**src/rtl/driver_cfg_pkg.sv**
```systemverilog
// Memory driver configuration
package driver_cfg_pkg;

    // Entries per request queue
    localparam int QUEUE_DEPTH  = 8;
    // Free slots left when ready drops, covers the registered request in flight
    localparam int QUEUE_MARGIN = 2;
    // Fill needs one more value than depth, so it can report full
    localparam int FILL_W       = $clog2(QUEUE_DEPTH + 1);
    localparam int PTR_W        = $clog2(QUEUE_DEPTH);

    // Tag start values, kept off any power-of-two boundary on purpose
    localparam int READ_TAG_START  = 27;
    localparam int WRITE_TAG_START = 13;

    // Line memory engine states
    typedef enum logic [1:0]
    {
        ENG_IDLE,
        ENG_WRITE_BEAT,
        ENG_READ_BURST
    } engine_state_e;

endpackage

```
**src/rtl/req_queue.sv**
```systemverilog
// Request queue FIFO
`timescale 1ns/1ns

module req_queue
#(
    parameter int ENTRY_W = 20
)
(
    input  logic                               clk,
    input  logic                               reset,
    input  logic                               push,
    input  logic [ENTRY_W-1:0]                 push_entry,
    input  logic                               pop,
    output logic [ENTRY_W-1:0]                 head_entry,
    output logic                               empty,
    output logic [driver_cfg_pkg::FILL_W-1:0]  fill
);
    import driver_cfg_pkg::*;

    // Entry storage
    logic [ENTRY_W-1:0] entries [QUEUE_DEPTH];

    logic [PTR_W-1:0] wr_ptr;
    logic [PTR_W-1:0] rd_ptr;

    // Pop on an empty queue is ignored
    logic pop_ok;

    assign pop_ok     = pop && !empty;
    assign empty      = (fill == '0);
    // Head is read straight from storage
    assign head_entry = entries[rd_ptr];

    always_ff @(posedge clk)
    begin
        if (push)
        begin
            entries[wr_ptr] <= push_entry;
        end
    end

    // Pointers wrap on their own, depth is a power of two
    always_ff @(posedge clk)
    begin
        if (reset)
        begin
            wr_ptr <= '0;
            rd_ptr <= '0;
            fill   <= '0;
        end
        else
        begin
            if (push)
            begin
                wr_ptr <= wr_ptr + 1'b1;
            end
            if (pop_ok)
            begin
                rd_ptr <= rd_ptr + 1'b1;
            end
            // Fill holds when push and pop meet
            if (push && !pop_ok)
            begin
                fill <= fill + 1'b1;
            end
            else if (!push && pop_ok)
            begin
                fill <= fill - 1'b1;
            end
        end
    end

endmodule

```
**config.mk**
```make
export PLATFORM = sky130hd
export DESIGN_NAME = req_queue
export DESIGN_NICKNAME = d
export VERILOG_FILES = /design/src/rtl/driver_cfg_pkg.sv /design/src/rtl/req_queue.sv
export SDC_FILE = /design/constraint.sdc
export NUM_CORES = 1
export LEC_CHECK = 0
export BUFFER_PORTS_ARGS = -buffer_cell sky130_fd_sc_hd__buf_2
export CORE_MARGIN = 1.5
export CORE_UTILIZATION = 55
export CTS_BUF_LIST = sky130_fd_sc_hd__clkbuf_16
export CTS_CLUSTER_DIAMETER = 120
export DETAILED_ROUTE_END_ITERATION = 8
export PLACE_DENSITY = 0.86
export REMOVE_ABC_BUFFERS = 1
export SETUP_SLACK_MARGIN = 0.2
export SYNTH_ARGS = -nofsm -noshare
export SYNTH_HDL_FRONTEND = slang
export SYNTH_SLANG_ARGS = --single-unit
```
**constraint.sdc**
```tcl
create_clock -name clk -period 3.54 [get_ports clk]
set_clock_uncertainty 0.2 [all_clocks]
set_input_delay 0 -clock clk [delete_from_list [all_inputs] [get_ports clk]]
set_output_delay 0 -clock clk [all_outputs]
set_load 0.02 [all_outputs]
```
==> metrics.txt <==
Pre-antenna DRT Iters 4; R2R Path End fill[3]$_SDFFE_PP0P_; DRC viols 0; clock sinks 173; Finished Layout Cells 548; met1 wire length 4950 microns; via count of the first global-routing pass 3311; register area share after synthesis 0.745; fin util 0.666; CTS max path bufs 2; Mean Syn Cell Area 22.6 sq um; post-CTS resize count 0; Least-Margin Pin Slew 654 ps; Worst-path clk slew 60 ps; hold_buf cts 23; CTS tree done; Filler cells 743; DR vias 3163; core area 12000 sq um; Mapped Cells 300; PD cells 645 nW/um^2; Setup WS post-layout 741 ps; Leak 2.79 nW; largest net degree at the start of global routing 41; CP endpoint kind flip-flop; Total Routing Usage GR 0.198; P_int 3.83 mW; max-capacitance violation count 0; starting density of the core 0.566; crit path kind flip-flop to flip-flop; global route total overflow 0; Synth Register Bits 173; Slew HR 0.564; critical path launch point fill[0]$_SDFFE_PP0P_; Wirelength per Cell 21.7 microns; top layer in use met4; Synthesis Warnings 0; reg2reg setup slack 740 ps; WL final 11900 microns; Layout area overhead 17.8%; startpoint types flip-flop; CTS Root Buffer Type clkbuf_16; CTS buffer count 17; dpl hpwl 6880 microns; critical path peak fanout 6; Setup TNS 0 ps; Worst-Skew Late Latency 420 ps; HP Class primary input to flip-flop; Site Rows 40; Sw Pwr 1.34 mW; buffers added on ports 48; RSZ-0062 raised after global routing no; initial DRC count 348; Antenna Cells 0; overall power 5.16 mW; placed cells 493; via density per instance 5.77; antenna violations before repair 0; hold_ws 193 ps; Distinct cells, synth 25; I/O Pins 49; WP data arrival 2900 ps; die footprint 13000 sq um; Final Max Slew Viols 0; Final Hold Fails 0; outcome completed; dpl ws 775 ps; crit path capture fill[3]$_SDFFE_PP0P_; Antenna Nets Post-Route 0; R2R cell count 8; Peak supply drop 0.524 mV; Achievable Freq 357 MHz; chip height 114 microns; H-tree levels 4; Die W 114 microns; area of the mapped netlist 6790 sq um; Switching Share 0.259; Sequential Power Share 0.460; CP required 3640 ps; Post-Place Cell Area 7240 sq um; metal3 WL 554 microns; FF-to-FF Start fill[0]$_SDFFE_PP0P_; clock share of power 0.318; post-route design area 8000 sq um; metal2 WL 6300 microns; Tcrit/Tclk final 0.791; first-pass GRT wire length 18200 microns; final setup violation count 0; Final #Nets 418; ratio of cells with drive above 1 in the final layout 0.279; post-CTS setup buffers 0; post-layout min period 2800 ps; GPL Wtd Cong 0.723; Gate power share 0.222
## cell usage after synthesis
library cell  instances  share of area
nand2b_1              4         0.0037
clkbuf_1              6         0.0033
mux2_1                1         0.0017
fa_1                  1         0.0029
o41ai_4               1         0.0041
nor4_1                1        0.00092
mux4_1               40           0.15
nand2_1               3         0.0017
buf_6                 5         0.0083
ha_1                  5         0.0092
xor2_1                3         0.0039
mux2_2               20          0.033
a21oi_1               3         0.0022
xnor2_1               2         0.0026
edfxtp_1            160           0.71
nor3_1                2         0.0015
nand3_1               1        0.00074
mux2i_1               3         0.0044
dfxtp_1              13          0.038
nor2b_1               1        0.00092
buf_1                 2         0.0011
nor2_1               19          0.010
a31oi_1               1        0.00092
a211oi_1              1         0.0011
inv_1                 2         0.0011
## cell families after synthesis
family / count (synthesis) / share of synthesized area
AOI/OAI and AO/OA: 6 / 0.00829
xor gates and xnor gates: 5 / 0.00645
adders and majority gates: 6 / 0.0122
buffers and inverters: 15 / 0.0138
DFF: 173 / 0.745
muxes: 64 / 0.194
and+or+nand+nor: 31 / 0.0199
## metal layers
layer / GRT usage / vias to the layer above
met5: 0 / -
met4: 0.0583 / 0
met3: 0.0625 / 8
met2: 0.339 / 80
met1: 0.244 / 1621
li1: - / 1454
## cell type report
cell class | instances | area (sq um) | area share
Timing Repair Buffer | 82 | 553 | 0.0691
Clock inverter | 13 | 57.6 | 0.00719
Inverter | 2 | 7.51 | 0.000938
Sequential cell | 173 | 5070 | 0.633
Multi-Input combinational cell | 112 | 1660 | 0.207
Clock buffer | 19 | 475 | 0.0594
Tap cell | 147 | 184 | 0.0230
## cells in the final DEF (no fill, tap or decap), types with 4 or more instances in the layout
master         netlist  final
mux4_1              40     40
mux2_2              20     20
dlygate4sd3_1        0     23
buf_4                0     11
edfxtp_1           160    160
nor2_1              19     14
nand2b_1             4      4
clkbuf_16            0     19
nor2_2               0      5
inv_1                2      9
ha_1                 5      5
dfxtp_1             13     12
buf_2                0     48
## critical path, stage by stage (launching register included)
cell      delay [ps]
dfxtp_1          410
o41ai_4          530
ha_1             260
inv_1            100
ha_1             350
a21oi_1          220
a211oi_1         100
a31oi_1          170
mux2_1           340
## worst min-delay path by stage
stage,start,endpoint,slack [ps],depth (start not counted)
after global placement,push_entry[3],entries[1][3]$_DFFE_PP_,60,1
after global routing,push_entry[0],entries[4][0]$_DFFE_PP_,190,2
final,push_entry[2],entries[3][2]$_DFFE_PP_,190,2
after floorplan,reset,wr_ptr[0]$_SDFFE_PP0P_,-130,1
after CTS,push_entry[3],entries[4][3]$_DFFE_PP_,180,2
after detailed placement,push_entry[17],entries[7][17]$_DFFE_PP_,70,1
## power groups by stage
stage	combinational [mW]	clock (mW)	sequential, mW
after floorplan	0.712	0	2.52
final	1.15	1.64	2.38
after CTS	1.16	1.67	2.38
after detailed placement	1.13	0	2.42
after global placement	1.10	0	2.41
after global routing	1.23	1.77	2.38
## sequential cells by signal, indices dropped and copies added (netlist names), named ones only
register,flops
fill,4
entries,160
wr_ptr,3
rd_ptr,3
Note: power is estimated with default switching activity, not from simulation.
