--- src/rtl/driver_cfg_pkg.sv ---
// Memory driver configuration
package driver_cfg_pkg;

    // Entries per request queue
    localparam int QUEUE_DEPTH  = 8;
    // Free slots left when ready drops, covers the registered request in flight
    localparam int QUEUE_MARGIN = 2;
    // Fill needs one more value than depth, so it can report full
    localparam int FILL_W       = $clog2(QUEUE_DEPTH + 1);
    localparam int PTR_W        = $clog2(QUEUE_DEPTH);

    // Tag start values, kept off any power-of-two boundary on purpose
    localparam int READ_TAG_START  = 27;
    localparam int WRITE_TAG_START = 13;

    // Line memory engine states
    typedef enum logic [1:0]
    {
        ENG_IDLE,
        ENG_WRITE_BEAT,
        ENG_READ_BURST
    } engine_state_e;

endpackage

--- src/rtl/line_bus_pkg.sv ---
// Line bus widths and field types
package line_bus_pkg;

    // ====================
    // Field widths
    // ====================

    // One line address is a single word
    localparam int LINE_ADDR_W = 10;
    localparam int LINE_DATA_W = 64;
    // Line count, stored as count minus one (1 to 4 lines)
    localparam int LINE_LEN_W  = 2;
    localparam int TAG_W       = 8;

    // ====================
    // Queue entry layouts
    // ====================

    // Read entry packs {addr, len, tag}, address in the top bits
    localparam int RD_ENTRY_W = LINE_ADDR_W + LINE_LEN_W + TAG_W;
    // Write entry packs {addr, data, tag}, address in the top bits
    localparam int WR_ENTRY_W = LINE_ADDR_W + LINE_DATA_W + TAG_W;

    // Field types used on ports
    typedef logic [LINE_ADDR_W-1:0] line_addr_t;
    typedef logic [LINE_DATA_W-1:0] line_data_t;
    typedef logic [LINE_LEN_W-1:0]  line_len_t;
    typedef logic [TAG_W-1:0]       tag_t;

endpackage

--- src/rtl/mem_req_encoder.sv ---
// Client request encoder
`timescale 1ns/1ns

module mem_req_encoder
(
    input  logic                               clk,
    input  logic                               reset,

    // Client read request
    input  line_bus_pkg::line_addr_t           read_addr,
    input  line_bus_pkg::line_len_t            read_num_lines,
    input  logic                               read_enable,

    // Client write request
    input  line_bus_pkg::line_addr_t           write_addr,
    input  line_bus_pkg::line_data_t           write_data,
    input  logic                               write_sop,
    input  logic                               write_enable,

    // Queue fill levels
    input  logic [driver_cfg_pkg::FILL_W-1:0]  rdq_fill,
    input  logic [driver_cfg_pkg::FILL_W-1:0]  wrq_fill,

    output logic                               read_rdy,
    output logic                               write_rdy,

    // Read queue entry
    output logic                               rdq_push,
    output line_bus_pkg::line_addr_t           rdq_addr,
    output line_bus_pkg::line_len_t            rdq_len,
    output line_bus_pkg::tag_t                 rdq_tag,

    // Write queue entry
    output logic                               wrq_push,
    output line_bus_pkg::line_addr_t           wrq_addr,
    output line_bus_pkg::line_data_t           wrq_data,
    output line_bus_pkg::tag_t                 wrq_tag
);
    import line_bus_pkg::*;
    import driver_cfg_pkg::*;

    // Tag counters, one per direction
    tag_t read_tag;
    tag_t write_tag;

    // Ready stays high until the queue is within the margin of full
    assign read_rdy  = (rdq_fill <= FILL_W'(QUEUE_DEPTH - QUEUE_MARGIN));
    assign write_rdy = (wrq_fill <= FILL_W'(QUEUE_DEPTH - QUEUE_MARGIN));

    // ====================
    // Tags
    // ====================

    always_ff @(posedge clk)
    begin
        if (reset)
        begin
            read_tag  <= tag_t'(READ_TAG_START);
            write_tag <= tag_t'(WRITE_TAG_START);
        end
        else
        begin
            // One read tag per request, whatever its length
            if (read_enable)
            begin
                read_tag <= read_tag + 1'b1;
            end
            // Write tag moves only at the start of a packet
            if (write_enable && write_sop)
            begin
                write_tag <= write_tag + 1'b1;
            end
        end
    end

    // ====================
    // Request registers
    // ====================

    // Push strobes
    always_ff @(posedge clk)
    begin
        if (reset)
        begin
            rdq_push <= 1'b0;
            wrq_push <= 1'b0;
        end
        else
        begin
            rdq_push <= read_enable;
            wrq_push <= write_enable;
        end
    end

    // Entry fields, qualified by the push strobes
    always_ff @(posedge clk)
    begin
        rdq_addr <= read_addr;
        rdq_len  <= read_num_lines;
        rdq_tag  <= read_tag;
        wrq_addr <= write_addr;
        wrq_data <= write_data;
        wrq_tag  <= write_tag;
    end

endmodule

--- config.mk ---
export PLATFORM = sky130hd
export DESIGN_NAME = mem_req_encoder
export DESIGN_NICKNAME = d
export VERILOG_FILES = /design/src/rtl/driver_cfg_pkg.sv /design/src/rtl/line_bus_pkg.sv /design/src/rtl/mem_req_encoder.sv
export SDC_FILE = /design/constraint.sdc
export NUM_CORES = 1
export LEC_CHECK = 0
export BUFFER_PORTS_ARGS = -buffer_cell sky130_fd_sc_hd__buf_4
export CAP_MARGIN = 20
export CORE_MARGIN = 5
export CORE_UTILIZATION = 42
export DETAILED_ROUTE_END_ITERATION = 8
export GPL_ROUTABILITY_DRIVEN = 1
export PLACE_DENSITY_LB_ADDON = 0.3
export SETUP_SLACK_MARGIN = 0.2
export SLEW_MARGIN = 20
export SYNTH_ARGS = -nofsm -noshare
export SYNTH_HDL_FRONTEND = slang
export SYNTH_SLANG_ARGS = --single-unit
export TNS_END_PERCENT = 50
--- constraint.sdc ---
create_clock -name clk -period 3.7 [get_ports clk]
set_input_delay 0.185 -clock clk [delete_from_list [all_inputs] [get_ports clk]]
set_output_delay 0.185 -clock clk [all_outputs]
set_load 0.02 [all_outputs]
==> run summary, run 1 <==
First-pass iteration count of the detailed router: 4
Top cells by area, synth: dfxtp_1 (86%), nand2_1 (1.5%), a21oi_1 (1.4%)
Clock transition at path regs: 60 ps
Layout cells sized above 1: 0.471
Met2 Routed Length: 6980 um
Tcrit/Tclk final: 0.391
CP Launch Type: flop
Clock buffer count from CTS: 17
Net count after synthesis: 286
Slowest-stage cell, CP: or4_1
Maximum VDD drop: 541 uV
Met1 wire length: 5030 um
Register area share after synthesis: 0.860
Pin count of the biggest net entering global routing: 17
Arr. time, crit path: 1870 ps
Starting DRT DRC Count: 120
WL final: 13500 um
CP Buf/Inv Count: 0
Setup crit end: read_tag[7]
Final worst slack: 2250 ps
Critical Path Source: read_tag[3]
Layout Skew: 5.49 ps
Clock buffer depth: 2
Setup tns final: 0 ps
DR WL met3: 961 um
Synth top area share: 0.860
Synth area leader: dfxtp_1
Synth cell count leaders: dfxtp_1 (120), nand2_1 (11), a21oi_1 (8)
Max cap viols: 0
Largest fanout on the critical path: 5
Die ar.: 8380 sq um
Fillers: 203
Top delay family on crit path: simple AND/OR/NAND/NOR gates
Tightest Pin Transition: 274 ps
CTS tree: done
Highest clock rate: 691 MHz
Vias in the first global route: 3074
EDFF count, synth: 0
Leak Pwr: 2.81 nW
Register Area: 2400 sq um
Yosys warns: 0
Hold Vio Cnt, Final: 0
Finished Core Util: 0.922
Vias per std cell: 4.69
Antenna violations before repair: 1
Slew headroom: 0.818
Die X: 91.6 um
Place WS: 2340 ps
Area growth syn-to-layout: 112%
Cell Area, Synth: 2790 sq um
CP Cell Sequence: nand3_1 -> or4_1 -> a21oi_1
Asr flop ratio synth: 0
GRT Residual Overflow: 0
DIE HEIGHT: 91.6 um
Max incr delay on CP: 530 ps
Cell count along the critical path: 3
Final Max Slew Viols: 0
Post-route ant nets: 0
Reg2Reg Launch Point: read_tag[3]
CP endpoint kind: flop
H-tree depth: 4
Synthesized area per cell: 15.1 sq um
R2R setup slack: 2250 ps
Later-pin clock latency in the skew report: 500 ps
Top FF cell, synth: dfxtp_1
Uppermost layer routed: met4
Cells on worst reg2reg path: 3
Nets@finish: 598
GRT Overall Usage: 0.324
Yosys reg bits: 120
Final setup viols: 0
WL/cell: 22.9 um
Postcts setup bufs: 0
Non-filler cells in the finished layout: 588
Placed insts: 464
DP HPWL: 6450 um
Cell with the most instances after synthesis: dfxtp_1
# IOs: 205
Area of the multi-input gates: 365 sq um
Row count: 29
# clock sinks: 120
Status: finished, final reports clean
Core area: 6420 sq um
RD Place Congestion: 0.706
Worst EP required: 4120 ps
Critical path class: reg2reg
FF-to-FF End: read_tag[7]
RSZ-0062 raised after global routing: false
Vias post-DR: 2759
Post-Synthesis Cells: 185
Power per cell area: 585 nW/um^2
Distinct cells, synth: 21
Worst Hold Class: in2reg
Root Buffer: clkbuf_8
First-pass GRT wire length: 20000 um
# port buffers: 204
Period minus WS final: 1450 ps
# DRC: 0
Starting density of the core: 0.435
area by class of cell:
cell class,instances,area share
Timing Repair Buffer,295,0.412
Sequential cell,120,0.405
Clock buffer,18,0.0722
Multi-Input combinational cell,59,0.0617
Clock inverter,14,0.0291
Tap cell,77,0.0163
Inverter,4,0.00253
Antenna cell,1,0.000422
per-stage QoR:
step           instance area [sq um]  hold slack (ps)  power [W]
4_1_cts                         5920              310    0.00343
2_1_floorplan                   2790              213    0.00152
6_report                        5920              329    0.00347
5_1_grt                         5920              310    0.00356
3_3_place_gp                    4410              290    0.00170
3_5_place_dp                    4410              291    0.00171
sequential cells by signal (all words and copies together), names as in the netlist:
name       count
rdq_addr      10
rdq_len        2
rdq_push       1
rdq_tag        8
read_tag       8
write_tag      8
wrq_addr      10
wrq_data      64
wrq_push       1
wrq_tag        8
layout by cell type (no fill, tap or decap), drive strengths merged, types with 3 or more instances in the layout:
cell / count
nand4: 4
nand3: 6
nand2: 11
a21oi: 8
dfxtp: 120
clkinv: 7
dlygate4sd3: 91
clkbuf: 18
buf: 204
or3: 6
o21ai: 6
xor2: 4
inv: 6
bufinv: 3
power by group:
| part | internal (W) | switching, W | leakage (nW) |
|---|---|---|---|
| sequential | 0.00136 | 0.0000375 | 1.00 |
| combinational | 0.000216 | 0.000184 | 1.51 |
| clock | 0.00105 | 0.000616 | 0.292 |
timing repair:
item,CTS,global route
endpoints found under the hold margin,99,0
hold buffers,91,0
gates resized for setup,0,0
worst min-delay path by stage:
stage	start	to	cells after the start
6_report	write_data[2]	wrq_data[2]	2
5_1_grt	write_data[45]	wrq_data[45]	2
4_1_cts	write_data[48]	wrq_data[48]	2
3_5_place_dp	read_addr[8]	rdq_addr[8]	1
3_3_place_gp	read_num_lines[1]	rdq_len[1]	1
2_1_floorplan	read_addr[0]	rdq_addr[0]	0
cells by family after synthesis:
| logic type | after synthesis | share of synthesized area |
|---|---|---|
| AOI/OAI and AO/OA | 18 | 0.0349 |
| muxes | 1 | 0.00358 |
| xor gates and xnor gates | 6 | 0.0188 |
| and+or+nand+nor | 32 | 0.0645 |
| buffers and inverters | 6 | 0.00940 |
| adders and majority gates | 2 | 0.00896 |
| DFF | 120 | 0.860 |
per-layer routing:
metal	vias to the layer above	track usage
li1	1247	-
met1	1319	0.353
met2	161	0.565
met3	32	0.116
met4	0	0.146
met5	-	0
Power figures use the tool's default switching activity.
==> run 2: changes to the inputs <==
--- a/config.mk
+++ b/config.mk
@@ -8,7 +8,7 @@
 export BUFFER_PORTS_ARGS = -buffer_cell sky130_fd_sc_hd__buf_4
 export CAP_MARGIN = 20
 export CORE_MARGIN = 5
-export CORE_UTILIZATION = 42
+export CORE_UTILIZATION = 39
 export DETAILED_ROUTE_END_ITERATION = 8
 export GPL_ROUTABILITY_DRIVEN = 1
 export PLACE_DENSITY_LB_ADDON = 0.3
==> constraint.sdc (replaced) <==
create_clock -name clk -period 1.5 [get_ports clk]
set_input_delay 0.075 -clock clk [delete_from_list [all_inputs] [get_ports clk]]
set_output_delay 0.075 -clock clk [all_outputs]
set_load 0.02 [all_outputs]
==> run 2 against run 1 <==
Non-clock buffer count is 1 higher. Global-route usage is 5.5 points lower. Clock skew is 4.0 ps higher. First-iteration DRC count is 9.2% higher. Cell count is 3.4% higher. Register-to-register slack worse by 2000 ps. Highest routed layer unchanged.
==> run summary, run 2 (synthesized netlist as in run 1, its figures left out) <==
Critical Path Source: write_tag[0]
Period minus WS final: 1300 ps (-152 ps)
Leak Pwr: 2.77 nW (-1.5%)
Power per cell area: 1400 nW/um^2 (+140%)
Clock buffer count from CTS: 17 (unchanged)
# DRC: 0 (unchanged)
Die X: 94.6 um (+3.4%)
Register with the most flip-flops: wrq_data
Worst EP required: 1940 ps (-2180 ps)
H-tree depth: 4 (unchanged)
Biggest regs: wrq_data x64, rdq_addr x10, wrq_addr x10
Hold Slack: 208 ps (-121 ps)
Nets@finish: 599 (+0.17%)
Tcrit/Tclk final: 0.864 (+0.473)
Pin count of the biggest net entering global routing: 17 (unchanged)
Fillers: 309 (+52%)
Placed Instance Area: 4430 sq um (+0.54%)
Starting density of the core: 0.407 (-0.0283)
Max reg flops: 64 (unchanged)
Post-route ant nets: 0 (unchanged)
Cells on worst reg2reg path: 4 (+1)
Placed insts: 483 (+4.1%)
Hold path cells: 2 (unchanged)
Reg2Reg Launch Point: write_tag[0]
Cell area after layout: 5980 sq um (+0.95%)
Max incr delay on CP: 440 ps (-90 ps)
WL/cell: 20.3 um (-12%)
CP endpoint kind: flop
RD Place Congestion: 0.756 (+7.2%)
Vias per std cell: 4.39 (-6.5%)
Row count: 30 (+3.4%)
Critical path class: reg2reg
Area growth syn-to-layout: 114%
Worst Hold Class: in2reg
Layout Skew: 9.53 ps (+4.04 ps)
Clock buffer depth: 2 (unchanged)
R2R setup slack: 200 ps (-2050 ps)
Most common cell after layout, fill and taps aside: buf_4
Finished Core Util: 0.871 (-0.0518)
# IOs: 205 (unchanged)
Tightest Pin Transition: 278 ps (+4.09 ps)
Highest clock rate: 772 MHz (+12%)
Slew headroom: 0.815 (-0.00273)
First-pass GRT wire length: 17300 um (-13%)
# clock sinks: 120 (unchanged)
Area of the multi-input gates: 392 sq um (+7.2%)
Root Buffer: clkbuf_8
Die ar.: 8960 sq um (+6.8%)
Status: finished, final reports clean
# port buffers: 204 (unchanged)
Layout cells sized above 1: 0.499 (+0.0284)
Maximum VDD drop: 1070 uV (+98%)
Vias in the first global route: 2883 (-6.2%)
GRT Residual Overflow: 0 (unchanged)
Final setup viols: 0 (unchanged)
Starting DRT DRC Count: 131 (+9.2%)
CP Cell Sequence: ha_1 -> nand3_2 -> or3_2 -> a21oi_2
GRT Overall Usage: 0.270 (-0.0549)
Clock transition at path regs: 60 ps (about the same)
Arr. time, crit path: 1730 ps (-140 ps)
Core area: 6870 sq um (+7.0%)
WL final: 12300 um (-8.5%)
Non-filler cells in the finished layout: 608 (+3.4%)
Register Area: 2420 sq um (+0.68%)
Hold Crit Start: write_data[3]
CTS tree: done
RSZ-0062 raised after global routing: true
First-pass iteration count of the detailed router: 7 (+3)
Commonest cells after routing, fill and taps aside: buf_4 (206), dfxtp_1 (109), dlygate4sd3_1 (90), clkbuf_16 (16), nand2_1 (11)
CP Launch Type: flop
Setup tns final: 0 ps (unchanged)
Max cap viols: 0 (unchanged)
Later-pin clock latency in the skew report: 500 ps (about the same)
Largest fanout on the critical path: 5 (unchanged)
Hold Vio Cnt, Final: 0 (unchanged)
Final Max Slew Viols: 0 (unchanged)
DP HPWL: 6530 um (+1.3%)
Antenna violations before repair: 0 (-1)
DIE HEIGHT: 94.6 um (+3.4%)
Vias post-DR: 2668 (-3.3%)
Slowest-stage cell, CP: or3_2
-- run 2: changes by cell type in the layout (fill, tap and decap cells not counted), moves of 2 or more --
cell / delta
clkinv_4: -3
nand4_4: +2
buf_4: +2
dfxtp_2: +10
nand4_2: -2
clkinvlp_4: +2
dfxtp_1: -11
inv_6: +2
-- run 2: final cells by class --
class | instances | share of cell area
flip-flops and latches | 120 | 0.404
clock buffers | 19 | 0.0738
diodes | 1 | 0.000418
repair buffers | 296 | 0.409
multi-input cells | 59 | 0.0655
inverters | 4 | 0.00251
clock inverters | 13 | 0.0241
well taps | 96 | 0.0201
-- run 2: repair_timing --
item / 4_1_cts / 5_1_grt
setup buffers: 0 / 2
hold buffers: 90 / 0
endpoints found under the hold margin: 103 / 0
endpoints found under the setup margin: 2 / 5
gates resized for setup: 3 / 13
gates cloned: 0 / 0
-- run 2: metrics by stage --
stage | worst slack, ps | total power (W)
after CTS | 192 | 0.00836
after floorplan | 275 | 0.00376
after detailed placement | 129 | 0.00423
after global routing | 179 | 0.00868
after global placement | 193 | 0.00421
final | 204 | 0.00839
-- run 2: power by group --
part           total (W)  switching [W]  internal, W
Sequential       0.00346      0.0000910      0.00337
Clock            0.00397        0.00150      0.00247
Combinational   0.000966       0.000432     0.000534
-- run 2: path summary, 6_finish.rpt --
check | to
worst min register to register | rdq_tag[7]
worst max-delay path | write_tag[6]
worst min-delay path | wrq_data[3]
worst max register to register | write_tag[6]
-- run 2: routing by layer --
layer / wire, um / up-vias / GRT usage
li1: - / 1250 / -
met1: 4340 / 1242 / 0.273
met2: 6500 / 146 / 0.482
met3: 1020 / 30 / 0.112
met4: 460 / 0 / 0.118
met5: 0 / - / 0
-- run 2: critical path: cells and delay by family (launching register included) --
family / cells / cell delay [ps]
adders and majority gates: 1 / 170
DFF: 1 / 360
AOI/OAI and AO/OA: 1 / 140
and+or+nand+nor: 2 / 560
